$ cat src/logic/axi_adapter_defines.svh
`ifndef AXI_ADAPTER_DEFINES_SVH
`define AXI_ADAPTER_DEFINES_SVH

// ------------------------------------------------------------
// data path geometry
// ------------------------------------------------------------
// one AXI beat carries exactly one data word
`define AA_WORD_W        64
`define AA_LINE_WORDS    4

// a line is 4 words of 8 bytes, so 32 bytes
`define AA_LINE_OFFSET_W 5
`define AA_WORD_IDX_W    2

// ------------------------------------------------------------
// bus widths
// ------------------------------------------------------------
`define AA_ADDR_W        32
`define AA_ID_W          4

`endif

$ cat src/logic/axi_adapter_pkg.sv
`include "axi_adapter_defines.svh"

package axi_adapter_pkg;

  // ------------------------------------------------------------
  // request kind
  // ------------------------------------------------------------
  // the cache asks either for one word or for the whole line
  typedef enum logic {
    REQ_SINGLE = 1'b0,
    REQ_LINE   = 1'b1
  } req_kind_e;

  // ------------------------------------------------------------
  // data types
  // ------------------------------------------------------------
  // one beat worth of data
  typedef logic [`AA_WORD_W-1:0] word_t;

  // byte enables of one word
  typedef logic [`AA_WORD_W/8-1:0] strb_t;

  // full line, word 0 in the low bits
  typedef word_t [`AA_LINE_WORDS-1:0] line_t;

  // byte enables for every word of a line
  typedef strb_t [`AA_LINE_WORDS-1:0] line_strb_t;

endpackage

$ cat src/logic/beat_ctrl_if.sv
`timescale 1ns/1ps
`include "axi_adapter_defines.svh"

// hands one burst from the request controller to a beat engine
interface beat_ctrl_if;
  logic                      start;
  logic                      line_mode;
  logic [`AA_WORD_IDX_W-1:0] word_idx;
  logic                      done;

  // controller side towards the write engine
  modport ctrl (
    output start,
    output line_mode,
    input  done
  );

  // controller side towards the read engine, also passes the critical index
  modport ctrl_rd (
    output start,
    output line_mode,
    output word_idx,
    input  done
  );

  modport wr_engine (
    input  start,
    input  line_mode,
    output done
  );

  modport rd_engine (
    input  start,
    input  line_mode,
    input  word_idx,
    output done
  );
endinterface

$ cat src/logic/request_ctrl.sv
`timescale 1ns/1ps
`include "axi_adapter_defines.svh"

module request_ctrl (
  input  logic                          clk_i,
  input  logic                          rst_ni,
  // cache request
  input  logic                          req_i,
  input  logic                          we_i,
  input  axi_adapter_pkg::req_kind_e    kind_i,
  input  logic [`AA_ADDR_W-1:0]         addr_i,
  input  logic [1:0]                    size_i,
  input  logic [`AA_ID_W-1:0]           id_i,
  output logic                          gnt_o,
  output logic                          busy_o,
  output logic                          valid_o,
  output logic [`AA_ID_W-1:0]           id_o,
  // AW channel
  output logic                          aw_valid_o,
  input  logic                          aw_ready_i,
  output logic [`AA_ADDR_W-1:0]         aw_addr_o,
  output logic [7:0]                    aw_len_o,
  output logic [2:0]                    aw_size_o,
  output logic [`AA_ID_W-1:0]           aw_id_o,
  // B channel
  input  logic                          b_valid_i,
  output logic                          b_ready_o,
  input  logic [`AA_ID_W-1:0]           b_id_i,
  input  logic [1:0]                    b_resp_i,
  // AR channel
  output logic                          ar_valid_o,
  input  logic                          ar_ready_i,
  output logic [`AA_ADDR_W-1:0]         ar_addr_o,
  output logic [7:0]                    ar_len_o,
  output logic [2:0]                    ar_size_o,
  output logic [`AA_ID_W-1:0]           ar_id_o,
  // id captured by the read engine on the last beat
  input  logic [`AA_ID_W-1:0]           rd_id_i,
  beat_ctrl_if.ctrl                     wr_ctl,
  beat_ctrl_if.ctrl_rd                  rd_ctl
);

  typedef enum logic [2:0] {
    IDLE,
    WR_ADDR,
    WR_RESP,
    RD_ADDR,
    RD_DATA,
    RD_DONE
  } state_e;

  state_e     state_q, state_d;
  logic       aw_done_q, aw_done_d;
  logic       w_done_q, w_done_d;
  logic       aw_ok, w_ok;
  logic       is_line;
  logic [7:0] burst_len;

  assign is_line   = (kind_i == axi_adapter_pkg::REQ_LINE);
  assign burst_len = is_line ? 8'(`AA_LINE_WORDS - 1) : 8'd0;
  assign busy_o    = (state_q != IDLE);

  // engines are kicked off in the same cycle the request is seen
  assign wr_ctl.start     = (state_q == IDLE) && req_i && we_i;
  assign wr_ctl.line_mode = is_line;
  assign rd_ctl.start     = (state_q == IDLE) && req_i && !we_i;
  assign rd_ctl.line_mode = is_line;
  assign rd_ctl.word_idx  = addr_i[`AA_LINE_OFFSET_W-1 -: `AA_WORD_IDX_W];

  // ------------------------------------------------------------
  // address channels
  // ------------------------------------------------------------
  assign aw_valid_o = (state_q == WR_ADDR) && !aw_done_q;
  assign aw_addr_o  = addr_i;
  assign aw_len_o   = burst_len;
  assign aw_size_o  = {1'b0, size_i};
  assign aw_id_o    = id_i;

  // a line read starts at the line base, a single read at the word itself
  assign ar_valid_o = (state_q == RD_ADDR);
  assign ar_addr_o  = is_line ?
                      {addr_i[`AA_ADDR_W-1:`AA_LINE_OFFSET_W], {`AA_LINE_OFFSET_W{1'b0}}} :
                      addr_i;
  assign ar_len_o   = burst_len;
  assign ar_size_o  = {1'b0, size_i};
  assign ar_id_o    = id_i;

  assign b_ready_o = (state_q == WR_RESP);
  assign id_o      = (state_q == RD_DONE) ? rd_id_i : b_id_i;

  // each half of a write counts once, whichever finishes first
  assign aw_ok = aw_done_q || (aw_valid_o && aw_ready_i);
  assign w_ok  = w_done_q || wr_ctl.done;

  always_comb begin
    state_d   = state_q;
    aw_done_d = aw_done_q;
    w_done_d  = w_done_q;
    gnt_o     = 1'b0;
    valid_o   = 1'b0;

    case (state_q)
      IDLE: begin
        aw_done_d = 1'b0;
        w_done_d  = 1'b0;
        if (req_i) begin
          state_d = we_i ? WR_ADDR : RD_ADDR;
        end
      end
      WR_ADDR: begin
        aw_done_d = aw_ok;
        w_done_d  = w_ok;
        if (aw_ok && w_ok) begin
          gnt_o   = 1'b1;
          state_d = WR_RESP;
        end
      end
      WR_RESP: begin
        if (b_valid_i) begin
          valid_o = 1'b1;
          state_d = IDLE;
        end
      end
      RD_ADDR: begin
        if (ar_ready_i) begin
          gnt_o   = 1'b1;
          state_d = RD_DATA;
        end
      end
      RD_DATA: begin
        if (rd_ctl.done) begin
          state_d = RD_DONE;
        end
      end
      RD_DONE: begin
        // line buffer is complete one cycle after the last beat
        valid_o = 1'b1;
        state_d = IDLE;
      end
      default: state_d = IDLE;
    endcase
  end

  always_ff @(posedge clk_i or negedge rst_ni) begin
    if (!rst_ni) begin
      state_q   <= IDLE;
      aw_done_q <= 1'b0;
      w_done_q  <= 1'b0;
    end else begin
      state_q   <= state_d;
      aw_done_q <= aw_done_d;
      w_done_q  <= w_done_d;
    end
  end

  // ------------------------------------------------------------
  // assertions
  // ------------------------------------------------------------
  // the cache holds its inputs, so the address payload must not move either
  assert property (@(posedge clk_i) disable iff (!rst_ni)
    aw_valid_o && !aw_ready_i |=> aw_valid_o && $stable(aw_addr_o) && $stable(aw_len_o));

  assert property (@(posedge clk_i) disable iff (!rst_ni)
    ar_valid_o && !ar_ready_i |=> ar_valid_o && $stable(ar_addr_o) && $stable(ar_len_o));

  // an engine may only finish while the controller waits for it
  assert property (@(posedge clk_i) disable iff (!rst_ni)
    wr_ctl.done |-> state_q == WR_ADDR);

  assert property (@(posedge clk_i) disable iff (!rst_ni)
    rd_ctl.done |-> state_q == RD_DATA);

  // there is no error path back to the cache, so memory must answer OKAY
  assert property (@(posedge clk_i) disable iff (!rst_ni)
    b_valid_i && b_ready_o |-> b_resp_i == 2'b00);

endmodule

$ cat src/logic/write_beat_sender.sv
`timescale 1ns/1ps
`include "axi_adapter_defines.svh"

module write_beat_sender (
  input  logic                            clk_i,
  input  logic                            rst_ni,
  beat_ctrl_if.wr_engine                  ctl,
  input  axi_adapter_pkg::line_t          wdata_i,
  input  axi_adapter_pkg::line_strb_t     be_i,
  // W channel
  output logic                            w_valid_o,
  input  logic                            w_ready_i,
  output axi_adapter_pkg::word_t          w_data_o,
  output axi_adapter_pkg::strb_t          w_strb_o,
  output logic                            w_last_o
);

  localparam logic [`AA_WORD_IDX_W-1:0] LastBeat = `AA_WORD_IDX_W'(`AA_LINE_WORDS - 1);

  logic                      active_q;
  logic                      line_q;
  logic [`AA_WORD_IDX_W-1:0] beat_q;
  logic                      w_hs;

  assign w_valid_o = active_q;
  assign w_hs      = w_valid_o && w_ready_i;

  // beat_q never leaves 0 in a single write, so word and strobe 0 go out
  assign w_data_o = wdata_i[beat_q];
  assign w_strb_o = be_i[beat_q];
  assign w_last_o = !line_q || (beat_q == LastBeat);

  assign ctl.done = w_hs && w_last_o;

  always_ff @(posedge clk_i or negedge rst_ni) begin
    if (!rst_ni) begin
      active_q <= 1'b0;
      line_q   <= 1'b0;
      beat_q   <= '0;
    end else if (ctl.start) begin
      active_q <= 1'b1;
      line_q   <= ctl.line_mode;
      beat_q   <= '0;
    end else if (w_hs) begin
      if (w_last_o) begin
        active_q <= 1'b0;
      end else begin
        beat_q <= beat_q + 1'b1;
      end
    end
  end

  // ------------------------------------------------------------
  // assertions
  // ------------------------------------------------------------
  // a stalled beat keeps its payload until it is taken
  assert property (@(posedge clk_i) disable iff (!rst_ni)
    w_valid_o && !w_ready_i |=> w_valid_o && $stable(w_data_o) && $stable(w_strb_o)
      && $stable(w_last_o));

  // controller only starts a new burst after the previous one drained
  assert property (@(posedge clk_i) disable iff (!rst_ni)
    ctl.start |-> !active_q);

endmodule

$ cat src/logic/read_line_collector.sv
`timescale 1ns/1ps
`include "axi_adapter_defines.svh"

module read_line_collector (
  input  logic                          clk_i,
  input  logic                          rst_ni,
  beat_ctrl_if.rd_engine                ctl,
  // R channel
  input  logic                          r_valid_i,
  output logic                          r_ready_o,
  input  axi_adapter_pkg::word_t        r_data_i,
  input  logic [`AA_ID_W-1:0]           r_id_i,
  input  logic                          r_last_i,
  // collected line and its id
  output axi_adapter_pkg::line_t        rdata_o,
  output logic [`AA_ID_W-1:0]           rd_id_o,
  // requested word, passed through as it arrives
  output axi_adapter_pkg::word_t        critical_word_o,
  output logic                          critical_word_valid_o
);

  localparam logic [`AA_WORD_IDX_W-1:0] LastBeat = `AA_WORD_IDX_W'(`AA_LINE_WORDS - 1);

  logic                      active_q;
  logic                      line_q;
  logic [`AA_WORD_IDX_W-1:0] beat_q;
  logic [`AA_WORD_IDX_W-1:0] crit_idx_q;
  logic [`AA_WORD_IDX_W-1:0] slot;
  logic                      r_hs;
  axi_adapter_pkg::line_t    line_buf_q;
  logic [`AA_ID_W-1:0]       id_q;

  assign r_ready_o = active_q;
  assign r_hs      = r_valid_i && r_ready_o;
  assign ctl.done  = r_hs && r_last_i;

  // single read lands in word 0
  assign slot = line_q ? beat_q : '0;

  assign critical_word_valid_o = r_hs && line_q && (beat_q == crit_idx_q);
  assign critical_word_o       = r_data_i;

  assign rdata_o = line_buf_q;
  assign rd_id_o = id_q;

  // ------------------------------------------------------------
  // burst control
  // ------------------------------------------------------------
  always_ff @(posedge clk_i or negedge rst_ni) begin
    if (!rst_ni) begin
      active_q   <= 1'b0;
      line_q     <= 1'b0;
      beat_q     <= '0;
      crit_idx_q <= '0;
    end else if (ctl.start) begin
      active_q   <= 1'b1;
      line_q     <= ctl.line_mode;
      beat_q     <= '0;
      crit_idx_q <= ctl.word_idx;
    end else if (r_hs) begin
      beat_q <= beat_q + 1'b1;
      if (r_last_i) begin
        active_q <= 1'b0;
      end
    end
  end

  // line buffer and id
  always_ff @(posedge clk_i) begin
    if (r_hs) begin
      line_buf_q[slot] <= r_data_i;
    end
    if (ctl.done) begin
      id_q <= r_id_i;
    end
  end

  // at most one line worth of beats, the final one tagged last
  assert property (@(posedge clk_i) disable iff (!rst_ni)
    r_hs && (!line_q || beat_q == LastBeat) |-> r_last_i);

endmodule

$ cat src/logic/axi_adapter_top.sv
`timescale 1ns/1ps
`include "axi_adapter_defines.svh"

module axi_adapter_top (
  input  logic                          clk_i,
  input  logic                          rst_ni,
  // cache side
  input  logic                          req_i,
  input  logic                          we_i,
  input  axi_adapter_pkg::req_kind_e    kind_i,
  input  logic [`AA_ADDR_W-1:0]         addr_i,
  input  logic [1:0]                    size_i,
  input  logic [`AA_ID_W-1:0]           id_i,
  input  axi_adapter_pkg::line_t        wdata_i,
  input  axi_adapter_pkg::line_strb_t   be_i,
  output logic                          gnt_o,
  output logic                          busy_o,
  output logic                          valid_o,
  output logic [`AA_ID_W-1:0]           id_o,
  output axi_adapter_pkg::line_t        rdata_o,
  output axi_adapter_pkg::word_t        critical_word_o,
  output logic                          critical_word_valid_o,
  // AW
  output logic                          aw_valid_o,
  input  logic                          aw_ready_i,
  output logic [`AA_ADDR_W-1:0]         aw_addr_o,
  output logic [7:0]                    aw_len_o,
  output logic [2:0]                    aw_size_o,
  output logic [`AA_ID_W-1:0]           aw_id_o,
  // W
  output logic                          w_valid_o,
  input  logic                          w_ready_i,
  output axi_adapter_pkg::word_t        w_data_o,
  output axi_adapter_pkg::strb_t        w_strb_o,
  output logic                          w_last_o,
  // B
  input  logic                          b_valid_i,
  output logic                          b_ready_o,
  input  logic [`AA_ID_W-1:0]           b_id_i,
  input  logic [1:0]                    b_resp_i,
  // AR
  output logic                          ar_valid_o,
  input  logic                          ar_ready_i,
  output logic [`AA_ADDR_W-1:0]         ar_addr_o,
  output logic [7:0]                    ar_len_o,
  output logic [2:0]                    ar_size_o,
  output logic [`AA_ID_W-1:0]           ar_id_o,
  // R
  input  logic                          r_valid_i,
  output logic                          r_ready_o,
  input  axi_adapter_pkg::word_t        r_data_i,
  input  logic [`AA_ID_W-1:0]           r_id_i,
  input  logic                          r_last_i
);

  logic [`AA_ID_W-1:0] rd_id;

  beat_ctrl_if wr_ctl ();
  beat_ctrl_if rd_ctl ();

  request_ctrl u_request_ctrl (
    .clk_i      (clk_i),
    .rst_ni     (rst_ni),
    .req_i      (req_i),
    .we_i       (we_i),
    .kind_i     (kind_i),
    .addr_i     (addr_i),
    .size_i     (size_i),
    .id_i       (id_i),
    .gnt_o      (gnt_o),
    .busy_o     (busy_o),
    .valid_o    (valid_o),
    .id_o       (id_o),
    .aw_valid_o (aw_valid_o),
    .aw_ready_i (aw_ready_i),
    .aw_addr_o  (aw_addr_o),
    .aw_len_o   (aw_len_o),
    .aw_size_o  (aw_size_o),
    .aw_id_o    (aw_id_o),
    .b_valid_i  (b_valid_i),
    .b_ready_o  (b_ready_o),
    .b_id_i     (b_id_i),
    .b_resp_i   (b_resp_i),
    .ar_valid_o (ar_valid_o),
    .ar_ready_i (ar_ready_i),
    .ar_addr_o  (ar_addr_o),
    .ar_len_o   (ar_len_o),
    .ar_size_o  (ar_size_o),
    .ar_id_o    (ar_id_o),
    .rd_id_i    (rd_id),
    .wr_ctl     (wr_ctl.ctrl),
    .rd_ctl     (rd_ctl.ctrl_rd)
  );

  write_beat_sender u_write_beat_sender (
    .clk_i     (clk_i),
    .rst_ni    (rst_ni),
    .ctl       (wr_ctl.wr_engine),
    .wdata_i   (wdata_i),
    .be_i      (be_i),
    .w_valid_o (w_valid_o),
    .w_ready_i (w_ready_i),
    .w_data_o  (w_data_o),
    .w_strb_o  (w_strb_o),
    .w_last_o  (w_last_o)
  );

  read_line_collector u_read_line_collector (
    .clk_i                 (clk_i),
    .rst_ni                (rst_ni),
    .ctl                   (rd_ctl.rd_engine),
    .r_valid_i             (r_valid_i),
    .r_ready_o             (r_ready_o),
    .r_data_i              (r_data_i),
    .r_id_i                (r_id_i),
    .r_last_i              (r_last_i),
    .rdata_o               (rdata_o),
    .rd_id_o               (rd_id),
    .critical_word_o       (critical_word_o),
    .critical_word_valid_o (critical_word_valid_o)
  );

endmodule

$ cat config.mk
export PLATFORM = sky130hd
export DESIGN_NAME = axi_adapter_top
export DESIGN_NICKNAME = d
export VERILOG_FILES = /design/src/logic/axi_adapter_pkg.sv /design/src/logic/beat_ctrl_if.sv /design/src/logic/request_ctrl.sv /design/src/logic/write_beat_sender.sv /design/src/logic/read_line_collector.sv /design/src/logic/axi_adapter_top.sv
export VERILOG_INCLUDE_DIRS = /design/src /design/src/logic
export SDC_FILE = /design/constraint.sdc
export NUM_CORES = 1
export LEC_CHECK = 0
export BUFFER_PORTS_ARGS = -buffer_cell sky130_fd_sc_hd__buf_2
export CAP_MARGIN = 20
export CORE_AREA = 2 2 358 360
export DETAILED_ROUTE_END_ITERATION = 7
export DIE_AREA = 0 0 360 362
export PLACE_DENSITY = 0.36
export SKIP_CTS_REPAIR_TIMING = 1
export SLEW_MARGIN = 20
export SYNTH_ARGS = -nofsm -noshare
export SYNTH_HDL_FRONTEND = slang
export SYNTH_SLANG_ARGS = --single-unit
$ cat constraint.sdc
create_clock -name clk_i -period 12.34 [get_ports clk_i]
set_clock_uncertainty 0.05 [all_clocks]
set_input_delay 1.851 -clock clk_i [delete_from_list [all_inputs] [get_ports clk_i]]
set_output_delay 1.851 -clock clk_i [all_outputs]
set_load 0.005 [all_outputs]
==> impl_metrics.toml, run 1 <==
[clock_tree]
clkLatencyLatePin_ps = 560
htree_levels = 2
clockBufferDepth = 3
cts_tree = "done"
cts_buffers = 35
clk_pin_slew_ps = 60
cts.sinks = 275
cts_root_buffer = "clkbuf_16"

[synthesis]
ys_top_cells_by_area = "edfxtp_1, mux4_2, buf_4, dfrtp_1, mux2_2"
synth_common_cells = "edfxtp_1, buf_4, mux4_2"
yosysMostFrequentCell = "edfxtp_1"
synth.top_cell.area_share_pct = 67.1
synth_edf_count = 260
syn_area_um2 = 11600
syn_area_per_cell_um2 = 19.3
synthSimpleGateAreaFrac_pct = 2.00
async_flop_share_pct = 5.45
synth_seq_area_share_pct = 70.3
ys.flop_type = "edfxtp_1"
synth_fa_ha_area_share_pct = 0.108
syn_inst = 603
synthXorXnorAreaFrac_pct = 0.376
synth_top_area_cell = "edfxtp_1"
synth_top_family_by_area = "multiplexers"
synth_cell_type_count = 41
synth.area.mux_share_pct = 15.1
ys_warn_count = 0
ys_ff_latch = 275
synth_compound_gate_area_share_pct = 1.06

[routing]
route.detailed.drc = 0
dr.pass1.iters = 4
detail_route.iter0.violations = 441
routed_via_density = 2.88
ant_nets = 0
wirelength_mm = 72.6
wl_per_cell_um = 24.0
num_vias = 8699

[sta]
fin_crit_sh_pct = 41.5
holdWs_ps = 480
rsz0062_at_grt = "no"
setup_violations = 0
fmax_mhz = 195
slew_headroom_pct = 40.2
period_needed_ps = 5120
tightest_slew_ps = 897
tns_ps = 0
final_hold_viol_count = 0
slew_viol_final = 0

[grt]
grt_overflow = 0
grt_max_degree = 50
antenna_found_initial = 101
grt_usage_pct = 10.7
grt_pass1_vias = 8903
grt_pass1_wl_mm = 90.6

[cells_and_area]
finalNetCount = 1699
drive_above_1_share_pct = 72.5
num-fill-cells = 14200
area_growth_pct = 53.2
ff_latch_area_um2 = 8190
multiInputGateArea_um2 = 2240

[worst_setup_path]
path_cells = "buf_4 > mux4_2 > buf_2"
slowest_stage = "dfrtp_4"
crit_path_end_kind = "output port"
cpPeakStageDelay_ps = 950
worstPathRequired_ps = 10440
crit_path_start_kind = "flip-flop"
worstPathArrival_ps = 3220
crit_fanout = 41
crit_buf_inv = 2
critPathKind = "reg -> out"
critPathTopFamily = "buffers and inverters"

[placed_design]
gp_congestion = 0.848
port_buffers = 795
hpwl_mm = 62.7

[die]
fp.dieH_um = 362
die_area_um2 = 130000
ioPinCount = 911
initial_utilization_pct = 9.18
core.rowCount = 131
core_area_um2 = 127000
fp.dieW_um = 360

[run_status]
status = "finished clean"

[min_path]
hp-class = "reg -> reg"

[pwr]
ir_drop_mv = 0.102
p_leak_nw = 6.99
cellPowerDensity_nw_per_um2 = 179

[run]
drv_cap = 0
flip-flops by register name, summed over array words and instances (netlist names):
| signal | count |
|---|---|
| u_write_beat_sender.w_valid_o | 1 |
| u_write_beat_sender.line_q | 1 |
| u_read_line_collector.r_ready_o | 1 |
| u_request_ctrl.w_done_q | 1 |
| u_read_line_collector.crit_idx_q | 2 |
| u_request_ctrl.state_q | 3 |
| u_read_line_collector.rdata_o | 256 |
| u_write_beat_sender.beat_q | 2 |
| u_read_line_collector.rd_id_o | 4 |
| u_read_line_collector.line_q | 1 |
| u_request_ctrl.aw_done_q | 1 |
| u_read_line_collector.beat_q | 2 |
worst paths after layout:
path / startpoint / to / slack [ps] / depth (start not counted)
setup / recovery: u_write_beat_sender.beat_q[0]$_DFFE_PN0P_ / w_data_o[9] / 7220 / 3
hold / removal: u_request_ctrl.w_done_q$_DFFE_PN0P_ / u_request_ctrl.w_done_q$_DFFE_PN0P_ / 480 / 2
setup reg to reg: u_read_line_collector.beat_q[0]$_DFFE_PN0P_ / u_read_line_collector.rdata_o[120]$_DFFE_PP_ / 9510 / 4
hold reg to reg: u_request_ctrl.w_done_q$_DFFE_PN0P_ / u_request_ctrl.w_done_q$_DFFE_PN0P_ / 480 / 2
max in group asynchronous: rst_ni / u_write_beat_sender.beat_q[0]$_DFFE_PN0P_ / 10750 / 1
min in group asynchronous: rst_ni / u_request_ctrl.state_q[0]$_DFFE_PN0P_ / 1160 / 1
power by group:
group | internal [W] | switching (W)
clock | 0.000594 | 0.000406
sequential | 0.00115 | 0.000104
combinational | 0.000421 | 0.000522
total | 0.00216 | 0.00103
through the flow:
step	cell area, um2	instances	power (W)	util [%]	setup slack [ps]
global placement	16600	2912	0.00225	13.1	7690
finish	17800	3023	0.00319	14.1	7220
detailed placement	16600	2912	0.00225	13.1	7680
floorplan	11700	616	0.00172	-	5430
global route	17700	2991	0.00338	14.0	6920
CTS	17700	2970	0.00330	14.0	7060
cell families after synthesis:
| group | count (synthesis) |
|---|---|
| buffers and inverters | 177 |
| and+or+nand+nor | 44 |
| adders and majority gates | 1 |
| muxes | 83 |
| xor gates and xnor gates | 5 |
| other | 1 |
| AOI/OAI and AO/OA | 17 |
| DFF | 275 |
layout by cell type (no fill, tap or decap), types with 2 or more instances in the layout:
master and n:
nor2_1 11, diode_2 53, clkinv_1 6, inv_1 5
buf_4 11, inv_6 3, mux2_4 2, xor2_1 4
o21ai_0 3, and3_1 2, clkbuf_1 4, nand2b_1 2
nor2b_1 5, mux4_2 72, nor2_4 4, o2bb2ai_1 2
clkinv_2 4, dfrtp_4 2, a21oi_1 3, buf_2 795
nand3_1 3, dfrtp_1 13, clkbuf_16 36, edfxtp_1 260
bufinv_16 3, conb_1 14, nand2_1 9, a21o_1 2
mux2_2 8
worst register-to-register path, stage by stage (launching register included):
cell	delay, ps
dfrtp_1	480
nand4_1	280
nor2_4	540
buf_4	440
buf_4	580
layout make-up:
cell class | count | share of cell area (%)
repair buffers | 806 | 22.8
clock buffers | 40 | 5.14
multi-input cells | 164 | 12.6
clock inverters | 18 | 1.03
flip-flops and latches | 275 | 45.9
inverters | 5 | 0.105
diodes | 53 | 0.744
well taps | 1662 | 11.7
per-layer routing:
layer | wire, um | vias up | GRT usage (%)
met5 | 76 | - | 0
li1 | - | 3618 | -
met3 | 7220 | 177 | 4.41
met4 | 3290 | 12 | 4.31
met1 | 21700 | 4216 | 9.37
met2 | 40400 | 676 | 21.2
Power figures use the tool's default switching activity.
==> inputs of run 2 (changes only) <==
--- a/config.mk
+++ b/config.mk
@@ -8,9 +8,9 @@
 export LEC_CHECK = 0
 export BUFFER_PORTS_ARGS = -buffer_cell sky130_fd_sc_hd__buf_2
 export CAP_MARGIN = 20
-export CORE_AREA = 2 2 358 360
+export CORE_AREA = 2 2 350 352
 export DETAILED_ROUTE_END_ITERATION = 7
-export DIE_AREA = 0 0 360 362
+export DIE_AREA = 0 0 352 354
 export PLACE_DENSITY = 0.36
 export SKIP_CTS_REPAIR_TIMING = 1
 export SLEW_MARGIN = 20
==> constraint.sdc (replaced) <==
create_clock -name clk_i -period 4.8 [get_ports clk_i]
set_clock_uncertainty 0.05 [all_clocks]
set_input_delay 0.72 -clock clk_i [delete_from_list [all_inputs] [get_ports clk_i]]
set_output_delay 0.72 -clock clk_i [all_outputs]
set_load 0.005 [all_outputs]
==> impl_metrics.toml, run 2 (synthesis results as in run 1) <==
[routing]
num_vias = 8442
ant_nets = 0
detail_route.iter0.violations = 345
routed_via_density = 2.86
wl_per_cell_um = 20.0
route.detailed.drc = 0
wirelength_mm = 59.0
dr.pass1.iters = 4

[grt]
grt_pass1_wl_mm = 77.4
antenna_found_initial = 11
grt_pass1_vias = 9012
grt_overflow = 0
grt_max_degree = 49
grt_usage_pct = 9.08

[cells_and_area]
final_common_cell = "buf_2"
finalNetCount = 1705
drive_above_1_share_pct = 72.8
utilization_pct = 14.8
final_cell_mix = "buf_2, edfxtp_1, mux4_2"
area_growth_pct = 53.5
largest_reg_flops = 256
final_area_um2 = 17900

[die]
fp.dieW_um = 352
fp.dieH_um = 354
core_area_um2 = 121000
initial_utilization_pct = 9.62
ioPinCount = 911
core.rowCount = 128
die_area_um2 = 125000

[placed_design]
port_buffers = 795
place_area_um2 = 16700
hpwl_mm = 49.4
gp_congestion = 0.960

[worst_setup_path]
worstPathRequired_ps = 4030
crit_path_start_kind = "flip-flop"
worstPathArrival_ps = 2470
crit_fanout = 25
crit_path_end_kind = "output port"
critPathKind = "reg -> out"

[sta]
period_needed_ps = 3240
fin_crit_sh_pct = 67.5
tns_ps = 0
slew_viol_final = 0
setup_violations = 0
slew_headroom_pct = 34.4
fmax_mhz = 309
holdWs_ps = 29.6
final_hold_viol_count = 0
tightest_slew_ps = 981
rsz0062_at_grt = "no"

[pwr]
p_leak_nw = 7.06
cellPowerDensity_nw_per_um2 = 471
ir_drop_mv = 0.254
p_total_w = 0.00842

[clock_tree]
cts_tree = "done"
clk_pin_slew_ps = 60
clkLatencyLatePin_ps = 550
cts_root_buffer = "clkbuf_16"
cts.sinks = 275
clockBufferDepth = 3
htree_levels = 2
cts_buffers = 34

[run]
drv_cap = 0

[min_path]
hp-class = "in -> async"

[run_status]
status = "finished clean"
-- run 2: changes by cell type in the layout (fill, tap and decap cells not counted), sizes merged --
cell	change
diode	-48
bufinv	+2
clkinv	-3
clkinvlp	+4
buf	+7
-- run 2: routing by layer --
layer / global-route usage [%] / routed length, um
met1: 9.13 / 20000
met2: 16.0 / 29800
met3: 5.18 / 7810
met4: 2.33 / 1340
met5: 0 / 58
-- run 2: worst max-delay path, stage by stage (launching register included) --
cell	delay, ps
dfrtp_4	790
buf_12	290
mux4_2	570
buf_2	190
-- run 2: path summary, 6_finish.rpt --
kind | from | to | slack [ps] | depth (start not counted)
worst max-delay path | u_write_beat_sender.beat_q[0]$_DFFE_PN0P_ | w_data_o[20] | 1560 | 3
worst min-delay path | rst_ni | u_read_line_collector.crit_idx_q[1]$_DFFE_PN0P_ | 30 | 1
worst max register to register | u_read_line_collector.beat_q[0]$_DFFE_PN0P_ | u_read_line_collector.rdata_o[77]$_DFFE_PP_ | 2380 | 3
worst min register to register | u_request_ctrl.w_done_q$_DFFE_PN0P_ | u_request_ctrl.w_done_q$_DFFE_PN0P_ | 480 | 2
max in group asynchronous | rst_ni | u_write_beat_sender.beat_q[1]$_DFFE_PN0P_ | 4370 | 1
min in group clk_i | r_id_i[2] | u_read_line_collector.rd_id_o[2]$_DFFE_PP_ | 290 | 1
-- run 2: layout make-up --
type                            instances  area, um2
Antenna cell                            5       12.5
Clock buffer                           40        895
Clock inverter                         21        268
Fill cell                           13500     103000
Inverter                                5       18.8
Multi-Input combinational cell        164       2250
Sequential cell                       275       8190
Tap cell                             1625       2030
Timing Repair Buffer                  813       4190
-- run 2: per-stage QoR --
step | worst slack (ps) | std cells
2_1_floorplan | 738 | 616
3_3_place_gp | 2040 | 2882
3_5_place_dp | 1960 | 2882
5_1_grt | 1370 | 2945
4_1_cts | 1430 | 2943
6_report | 1560 | 2948
-- run 2: power breakdown --
group	internal [W]	switching, W
logic	0.00113	0.00144
clock network	0.00162	0.00106
registers	0.00295	0.000219
